[config.mk]
export PLATFORM = sky130hd
export DESIGN_NAME = alu_ctrl
export DESIGN_NICKNAME = d
export VERILOG_FILES = /design/src/rtl/mips_pkg.sv /design/src/rtl/alu_ctrl.sv
export SDC_FILE = /design/constraint.sdc
export NUM_CORES = 1
export LEC_CHECK = 0
export ABC_AREA = 1
export BUFFER_PORTS_ARGS = -buffer_cell sky130_fd_sc_hd__buf_2
export CORE_AREA = 2 2 39 41
export DETAILED_ROUTE_END_ITERATION = 10
export DIE_AREA = 0 0 41 43
export SLEW_MARGIN = 20
export SYNTH_ARGS = -nofsm -noshare
export SYNTH_HDL_FRONTEND = slang
export SYNTH_SLANG_ARGS = --single-unit
[constraint.sdc]
create_clock -name vclk -period 0.8
set_input_delay 0.16 -clock vclk [all_inputs]
set_output_delay 0.16 -clock vclk [all_outputs]
set_load 0.03 [all_outputs]
[src/rtl/mips_pkg.sv]
`default_nettype none

package mips_pkg;

    localparam int XLEN       = 32;                 // Data word width
    localparam int FUNCT_W    = 6;                  // R-type function field
    localparam int SHAMT_W    = 5;                  // Shift amount field
    localparam int REG_ADDR_W = 5;                  // Register number

    // Function codes, also used directly as the ALU operation code
    localparam logic [FUNCT_W-1:0] FN_SLL  = 6'b000000;   // Shift left logical
    localparam logic [FUNCT_W-1:0] FN_SRL  = 6'b000010;   // Shift right logical
    localparam logic [FUNCT_W-1:0] FN_SRA  = 6'b000011;   // Shift right arithmetic
    localparam logic [FUNCT_W-1:0] FN_SLLV = 6'b000100;   // Variable left logical
    localparam logic [FUNCT_W-1:0] FN_SRLV = 6'b000110;   // Variable right logical
    localparam logic [FUNCT_W-1:0] FN_SRAV = 6'b000111;   // Variable right arithmetic
    localparam logic [FUNCT_W-1:0] FN_ADD  = 6'b100000;   // Signed add, traps on ovf
    localparam logic [FUNCT_W-1:0] FN_ADDU = 6'b100001;   // Wrapping add
    localparam logic [FUNCT_W-1:0] FN_SUB  = 6'b100010;   // Signed subtract
    localparam logic [FUNCT_W-1:0] FN_SUBU = 6'b100011;   // Wrapping subtract
    localparam logic [FUNCT_W-1:0] FN_AND  = 6'b100100;
    localparam logic [FUNCT_W-1:0] FN_OR   = 6'b100101;
    localparam logic [FUNCT_W-1:0] FN_XOR  = 6'b100110;
    localparam logic [FUNCT_W-1:0] FN_NOR  = 6'b100111;
    localparam logic [FUNCT_W-1:0] FN_SLT  = 6'b101010;   // Signed set on less than

    typedef enum logic [3:0] {
        OPC_RTYPE = 4'd0,                           // Operation from funct field
        OPC_ADD   = 4'd1,                           // ADDI
        OPC_ADDU  = 4'd2,                           // ADDIU, load/store address
        OPC_SUB   = 4'd3,
        OPC_AND   = 4'd4,                           // ANDI
        OPC_OR    = 4'd5,                           // ORI
        OPC_XOR   = 4'd6,                           // XORI
        OPC_SLT   = 4'd7,                           // SLTI
        OPC_LUI   = 4'd8                            // Immediate into upper half
    } op_class_t;

    typedef enum logic [1:0] {
        EXT_NONE = 2'd0,                            // Register value as operand B
        EXT_SIGN = 2'd1,
        EXT_ZERO = 2'd2
    } ext_kind_t;

    typedef struct packed {
        logic [FUNCT_W-1:0] op;
        logic [SHAMT_W-1:0] shamt;
    } alu_cmd_t;

    typedef struct packed {
        logic [XLEN-1:0]       rs_val;
        logic [XLEN-1:0]       rt_val;
        logic [15:0]           imm;
        logic [SHAMT_W-1:0]    shamt;
        logic [FUNCT_W-1:0]    funct;
        op_class_t             opc;
        ext_kind_t             ext;
        logic [REG_ADDR_W-1:0] rd;
        logic                  reg_write;
    } id_ex_t;

    typedef struct packed {
        logic [XLEN-1:0]       result;
        logic [XLEN-1:0]       store_val;       // rt_val for stores
        logic [REG_ADDR_W-1:0] rd;
        logic                  reg_write;
        logic                  ovf;
    } ex_mem_t;

endpackage

`default_nettype wire

[src/rtl/alu_ctrl.sv]
`default_nettype none

module alu_ctrl
    (
        input  wire mips_pkg::op_class_t             i_opc,     // Class from main control
        input  wire logic [mips_pkg::FUNCT_W-1:0]    i_funct,
        input  wire logic [mips_pkg::SHAMT_W-1:0]    i_shamt,
        output mips_pkg::alu_cmd_t                   o_cmd
    );

    import mips_pkg::*;

    localparam logic [SHAMT_W-1:0] LUI_SHIFT = SHAMT_W'(16);   // Immediate to upper half

    always_comb
    begin
        o_cmd.op    = '1;                           // Undefined code, ALU gives zero
        o_cmd.shamt = '0;
        case (i_opc)
            OPC_RTYPE:
            begin
                o_cmd.op    = i_funct;
                o_cmd.shamt = i_shamt;
            end
            OPC_ADD:
            begin
                o_cmd.op = FN_ADD;                  // ADDI keeps overflow check
            end
            OPC_ADDU:
            begin
                o_cmd.op = FN_ADDU;
            end
            OPC_SUB:
            begin
                o_cmd.op = FN_SUB;
            end
            OPC_AND:
            begin
                o_cmd.op = FN_AND;
            end
            OPC_OR:
            begin
                o_cmd.op = FN_OR;
            end
            OPC_XOR:
            begin
                o_cmd.op = FN_XOR;
            end
            OPC_SLT:
            begin
                o_cmd.op = FN_SLT;
            end
            OPC_LUI:
            begin
                o_cmd.op    = FN_SLL;               // Zero-extended imm shifted up
                o_cmd.shamt = LUI_SHIFT;
            end
            default:
            begin
                o_cmd.op    = '1;
                o_cmd.shamt = '0;
            end
        endcase
    end

endmodule

`default_nettype wire

==> metrics.md, run 1 <==
| Metric | Value |
|---|---|
| Horiz. Die Dim | 41 um |
| Global placer's final weighted congestion | ~0.80 |
| Worst setup path class | input port to output port |
| Maxcap violations | 0 |
| Wire per inst | roughly 8.4 um |
| Peak supply drop | ~240 uV |
| Clock share of power | 0% |
| Cell count after synthesis | ~40 |
| Max Clock Freq | approximately 0.99 GHz |
| Worst setup margin | -0.209 ns |
| Status | complete, but fails checks |
| Share of total power in combinational logic | 100.0% |
| Die height | between 40 and 50 um |
| Net switching power | between 150 and 200 uW |
| Core area | roughly 0.0014 mm^2 |
| RSZ-0062 raised after global routing | true |
| DRC Markers | 0 |
| Setup TNS | -2.04 ns |
| Storage element area | 0 um^2 |
| Slew HR | 77.3% |
| Fillers | between 100 and 150 |
| Dpl hpwl | ~650 um |
| Cts hold-fix bufs | 0 |
| Initial antenna violation count | 0 |
| Routed wire length | 746 um |
| Inserted Diodes | 0 |
| Vias in the first global route | roughly 270 |
| First drt pass iteration count | 4 |
| Synth top cells by count | 11 x nand3_1, 9 x nor2_1, 8 x inv_1 |
| Reg power frac | 0% |
| Synth top area share | roughly 30% |
| Final min period | around 1.0 ns |
| P_int | between 100 and 150 uW |
| Final hold vios | 0 |
| Most common cell in the netlist | nand3_1 |
| Seq/Total Area, Yosys | 0% |
| Fin. max-slew vios | 0 |
| Flip-flop and latch count | 0 |
| DRT antenna net count | 0 |
| Switching part of the total | a little over half |
| # setup viols final | 11 |
| First-pass GRT wire length | roughly 1000 um |
| Period utilisation layout | 126% |
| P&R area growth vs syn | 220% |
| Mapped cell area | 184 um^2 |
| CP endpoint kind | output port |
| Vias | 357 |
| Final nets | 90 |
| Clock buffers | 0 |
| Critical Path RT | between 0.6 and 0.7 ns |
| Die ar. | approximately 0.0018 mm^2 |
| Initial Utilization | roughly an eighth |
| Ys Warns | 0 |
| Worst hold slack | ~0.65 ns |
| Worst EP arrival | 0.85 ns |
| P per Cell Area | between 500 and 600 mW/mm^2 |
| Initial DRC Count | 5 |
| P_leak | about 0.00030 uW |
| Unique cell type count in the Yosys netlist | 9 |
| Crit start category | input port |
| Syn_nets | between 50 and 60 |
| Worst Hold Class | input port to output port |
| Total gr overflow | 0 |
| CP Max Fanout | 5 |
| Synth Area per Inst | approximately 4.5 um^2 |
| Yosys top cell by area | nand3_1 |
| Top cells by area, synth | nand3_1 30%, nor2_1 18%, inv_1 16%, nand2_1 14%, nand2_2 6.8% |
| Gr usage total | around 8% |
| Row count | 14 |
| Failing checks | setup timing |
| Pin count of the biggest net entering global routing | 6 |
| Tightest Pin Transition | ~0.34 ns |
| Vias per Instance | between 4 and 5 |
| Ports | 26 |
| Share of post-route cells with drive strength above 1 | between 60 and 70% |
| Final core utilization | ~42% |
| I/O Buffers | 26 |
[worst max-delay path: stages]
cell	delay, ns
buf_2	0.15
nor2_4	0.17
nand3_1	0.14
nand3_4	0.10
buf_6	0.13
[repair_timing]
item	CTS	global route
gates resized for setup	28	3
pin swaps	6	6
setup buffers	1	0
gates cloned	0	0
hold endpoints to repair	0	0
endpoints found under the setup margin	11	11
[per-layer routing]
metal,wire [um],up-vias,GRT usage (%)
met5,0,-,0
met2,372,19,14.1
li1,-,190,-
met4,0,0,0
met1,303,148,10.8
met3,69,0,0.524
[through the flow]
stage          cells  setup slack [ns]  power, uW  cell area, um^2
6_report          89            -0.209        323              588
5_1_grt           89            -0.253        348              588
4_1_cts           89            -0.244        321              578
3_5_place_dp      88            -0.304        267              479
3_3_place_gp      88            -0.287        265              479
2_1_floorplan     41           -0.0747        161              292
[final timing paths]
check        end  startpoint  slack, ns  cells past startpoint
max     o_cmd[6]    i_opc[3]      -0.21                      5
min    o_cmd[10]  i_funct[5]       0.65                      4
[kinds of logic after synthesis]
logic type / Yosys count / share of synthesized area, %
AOI/OAI and AO/OA: 1 / 2.72
and+or+nand+nor: 31 / 78.9
buffers and inverters: 9 / 18.4
[cells in the final DEF (no fill, tap or decap), types with 2 or more instances in the layout]
cell type	synthesis	final
buf_2	0	12
buf_4	0	7
buf_6	0	11
buf_8	0	2
inv_1	8	8
nand2_1	7	5
nand2_4	0	3
nand3_1	11	6
nand3_4	0	4
nor2_1	9	4
nor2_4	1	7
[layout make-up]
| class | instances | area [um^2] | share of cell area (%) |
|---|---|---|---|
| well taps | 16 | 20.0 | 3.40 |
| repair buffers | 32 | 267 | 45.3 |
| inverters | 9 | 33.8 | 5.74 |
| multi-input cells | 32 | 268 | 45.5 |
[power by group through the flow]
stage          clock, uW  combinational (uW)  sequential, uW
2_1_floorplan          0                 161               0
3_3_place_gp           0                 265               0
3_5_place_dp           0                 267               0
4_1_cts                0                 321               0
5_1_grt                0                 348               0
6_report               0                 323               0
No activity file was read; power rests on OpenSTA's default activity.
==> run 2: changes to the inputs <==
- CORE_AREA: 2 2 39 41 -> 10 10 47 49
- DIE_AREA: 0 0 41 43 -> 0 0 57 59
- GPL_TIMING_DRIVEN: unset -> 1
==> metrics.md, run 2 (synthesis results as in run 1) <==
| Metric | Value |
|---|---|
| Die height | 59 um |
| Leading cell types in the layout, fill and taps excluded | 13 x buf_2, 11 x buf_6, 8 x inv_1 |
| Tightest Pin Transition | approximately 0.26 ns |
| Cts hold-fix bufs | 0 |
| Total gr overflow | 0 |
| Worst hold slack | between 0.6 and 0.7 ns |
| Vias | around 390 |
| Fin. max-slew vios | 0 |
| Maxcap violations | 0 |
| Flip-flop and latch count | 0 |
| DR top layer | met3 |
| P per Cell Area | ~560 mW/mm^2 |
| Worst setup path class | input port to output port |
| Final cell area excluding filler cells | roughly 610 um^2 |
| P_leak | approximately 0.00031 uW |
| RSZ-0062 raised after global routing | true |
| Total placed instance area | between 400 and 500 um^2 |
| Core area | 0.00140 mm^2 |
| CP endpoint kind | output port |
| Row count | 14 |
| Pin count of the biggest net entering global routing | 6 |
| Peak supply drop | ~240 uV |
| Crit start category | input port |
| Routed wl met3 | roughly 95 um |
| Initial antenna violation count | 0 |
| Critical Path RT | between 0.6 and 0.7 ns |
| CP Max Fanout | 5 |
| P&R area growth vs syn | 231% |
| DRC Markers | 0 |
| Final hold vios | 0 |
| Dpl hpwl | around 880 um |
| Status | complete, but fails checks |
| Worst Hold Class | input port to output port |
| First drt pass iteration count | 4 |
| I/O Buffers | 26 |
| Routed wire length | 1040 um |
| Vias per Instance | 4.30 |
| Failing checks | setup timing |
| Worst EP arrival | about 0.88 ns |
| Met2 WL | about 580 um |
| Max Clock Freq | 0.957 GHz |
| # setup viols final | 11 |
| Inserted Diodes | 0 |
| Horiz. Die Dim | approximately 57 um |
| Clock buffers | 0 |
| Ports | 26 |
| Place WS | -0.389 ns |
| First-pass GRT wire length | 1680 um |
| Vias in the first global route | between 300 and 400 |
| Gr usage total | 5.71% |
| Global placer's final weighted congestion | 0.784 |
| Initial DRC Count | 1 |
| Initial Utilization | 13.1% |
| Most common cell after layout, fill and taps aside | buf_2 |
| Die ar. | about 0.0034 mm^2 |
| DRT antenna net count | 0 |
| Dpl cells | 87 |
| Met1 WL | roughly 370 um |
| Worst setup margin | -0.245 ns |
| Storage element area | 0 um^2 |
| Final nets | a little over 90 |
| Slew HR | a little over 80% |
| Final min period | about 1.0 ns |
| Wire per inst | approximately 12 um |
| Period utilisation layout | 131% |
| Finished Layout Cells | 90 |
| Share of post-route cells with drive strength above 1 | between 70% and 80% |
## run 2: layout make-up
class                      instances  area [um^2]
fill                             150          793
timing repair buffer              33          284
multi-input combinational         32          270
tap                               16         20.0
inverter                           9         33.8
## run 2: routing by layer
layer / up-vias / global-route usage (%)
li1: 194 / -
met1: 178 / 5.61
met2: 15 / 11.9
met3: 0 / 1.72
met4: 0 / 0
met5: - / 0
## run 2: what timing repair did
action | CTS | global route
pin swaps | 4 | 6
resized for setup | 28 | 4
endpoints found under the setup margin | 11 | 11
setup buffers | 3 | 0
## run 2: power by group
part | internal (uW) | total (uW) | switching, uW
sequential | 0 | 0 | 0
clock | 0 | 0 | 0
combinational | 159 | 341 | 182
## run 2: critical path, stage by stage
cell     delay, ns
buf_8         0.10
nor2_4        0.16
nand2_2       0.10
nand2_4       0.15
nand3_4       0.08
buf_6         0.14
## run 2: per-stage QoR
stage | utilization [%] | total power, uW | setup TNS, ns
after CTS | 42.8 | 336 | -2.64
after detailed placement | 33.7 | 267 | -3.58
final | 43.4 | 341 | -2.52
after global placement | 33.7 | 265 | -3.32
after floorplan | - | 161 | -0.441
after global routing | 43.4 | 364 | -2.80
## run 2: path summary, 6_finish.rpt
| path | start | endpoint | cells after the start |
|---|---|---|---|
| max | i_opc[1] | o_cmd[8] | 6 |
| min | i_funct[5] | o_cmd[10] | 4 |
==> run 3: changes to the inputs <==
- SETUP_SLACK_MARGIN: unset -> 0.2
==> metrics.md, run 3 (synthesis results as in run 1) <==
| Metric | Value |
|---|---|
| Final min period | 1.08 ns |
| DRC Markers | 0 |
| Worst setup path class | input port to output port |
| Status | complete, but fails checks |
| Clock buffers | 0 |
| DRT antenna net count | 0 |
| Dpl hpwl | approximately 850 um |
| Most common cell after layout, fill and taps aside | buf_2 |
| Routed wire length | about 970 um |
| Vias per Instance | roughly 4.2 |
| Leading cell types in the layout, fill and taps excluded | 13 x buf_2, 12 x buf_6, 8 x inv_1 |
| I/O Buffers | 26 |
| Inserted Diodes | 0 |
| Fin. max-slew vios | 0 |
| Peak supply drop | between 200 and 250 uV |
| Cell mode on critical path | buf_6 |
| Fillers | between 150 and 200 |
| RSZ-0062 raised after global routing | true |
| Initial Utilization | about an eighth |
| Failing checks | setup timing |
| Total gr overflow | 0 |
| Row count | 14 |
| Gr usage total | under 10% |
| Worst setup margin | -0.285 ns |
| Share of total power in combinational logic | 100.0% |
| CP Launch Point | i_opc[1] |
| Critical Path RT | 0.64 ns |
| Global placer's final weighted congestion | between 0.7 and 0.8 |
| Clock share of power | 0% |
| Worst setup path end | o_cmd[6] |
| Final core utilization | roughly two fifths |
| Flip-flop and latch count | 0 |
| Worst Hold Class | input port to output port |
| P_leak | 0.000295 uW |
| P_int | around 140 uW |
| P&R area growth vs syn | 212% |
| Wire per inst | between 10 and 15 um |
| Cts hold-fix bufs | 0 |
| Final nets | 88 |
| Largest stage delay on the critical path | between 0.2 and 0.25 ns |
| Tightest Pin Transition | 0.368 ns |
| Reg power frac | 0% |
| Net switching power | roughly 180 uW |
| Total placed instance area | between 400 and 500 um^2 |
| CP Max Fanout | 7 |
| First drt pass iteration count | 3 |
| Horiz. Die Dim | between 50 and 60 um |
| Maxcap violations | 0 |
| P per Cell Area | approximately 560 mW/mm^2 |
| Initial antenna violation count | 0 |
| Storage element area | 0 um^2 |
| Die height | approximately 60 um |
| Die ar. | 0.00336 mm^2 |
| Worst-path cell chain | buf_6 > nor2_4 > nand2_4 > nand2_8 > nand3_4 > buf_6 |
| Setup TNS | -2.65 ns |
| Core area | about 0.0014 mm^2 |
| Crit start category | input port |
| Slew HR | 75.2% |
| # setup viols final | 11 |
| Final hold vios | 0 |
| Ports | 26 |
| Max Clock Freq | around 0.92 GHz |
| First-pass GRT wire length | approximately 1700 um |
| Critical path's slowest cell | nor2_4 |
| Share of post-route cells with drive strength above 1 | roughly 66% |
| Vias in the first global route | 417 |
| Final cell area excluding filler cells | ~570 um^2 |
| CP endpoint kind | output port |
| Vias | about 370 |
| Worst EP arrival | around 0.9 ns |
| Switching part of the total | between 50% and 60% |
| Total power | 319 uW |
| Pin count of the biggest net entering global routing | 8 |
| Place WS | -0.392 ns |
| Initial DRC Count | 1 |
| Period utilisation layout | 136% |
run 3: cell count changes in the layout (fill, tap and decap cells not counted), sizes merged:
cell	before	now
buf	33	30
run 3: area by class of cell:
class	instances	area, um^2	area share [%]
inverters	9	33.8	5.90
multi-input cells	32	282	49.1
repair buffers	30	238	41.5
well taps	16	20.0	3.49
run 3: how the worst min path moves through the flow:
stage / startpoint / endpoint / slack, ns / depth (start not counted)
after floorplan: i_shamt[0] / o_cmd[0] / 0.45 / 2
after global placement: i_shamt[0] / o_cmd[0] / 0.69 / 4
after detailed placement: i_shamt[0] / o_cmd[0] / 0.69 / 4
after CTS: i_shamt[0] / o_cmd[0] / 0.65 / 4
after global routing: i_shamt[0] / o_cmd[0] / 0.68 / 4
final: i_funct[5] / o_cmd[10] / 0.65 / 4
run 3: per-layer routing:
layer | track usage, % | wire, um | up-vias
met5 | 0 | 0 | -
met4 | 0 | 0 | 0
met3 | 4.51 | 174 | 0
met2 | 10.1 | 433 | 18
met1 | 5.93 | 358 | 164
li1 | - | - | 187
run 3: worst max-delay path: cells and delay by family:
family        cells  cell delay (ns)
simple gates      4             0.52
buf+inv           2             0.24
run 3: per-stage QoR:
| step | hold WS, ns | std cells |
|---|---|---|
| after detailed placement | 0.695 | 86 |
| after CTS | 0.652 | 86 |
| after global placement | 0.687 | 86 |
| after floorplan | 0.453 | 41 |
| final | 0.649 | 87 |
| after global routing | 0.676 | 87 |
run 3: what timing repair did:
item | CTS | global route
buffers inserted | 0 | 1
hold endpoints to repair | 0 | 0
resized for setup | 24 | 1
pin swaps | 4 | 0
endpoints found under the setup margin | 11 | 11
run 3: power groups by stage:
| stage | sequential [uW] | combinational, uW | clock (uW) |
|---|---|---|---|
| floorplan | 0 | 170 | 0 |
| finish | 0 | 319 | 0 |
| detailed placement | 0 | 274 | 0 |
| global route | 0 | 347 | 0 |
| global placement | 0 | 272 | 0 |
| CTS | 0 | 318 | 0 |
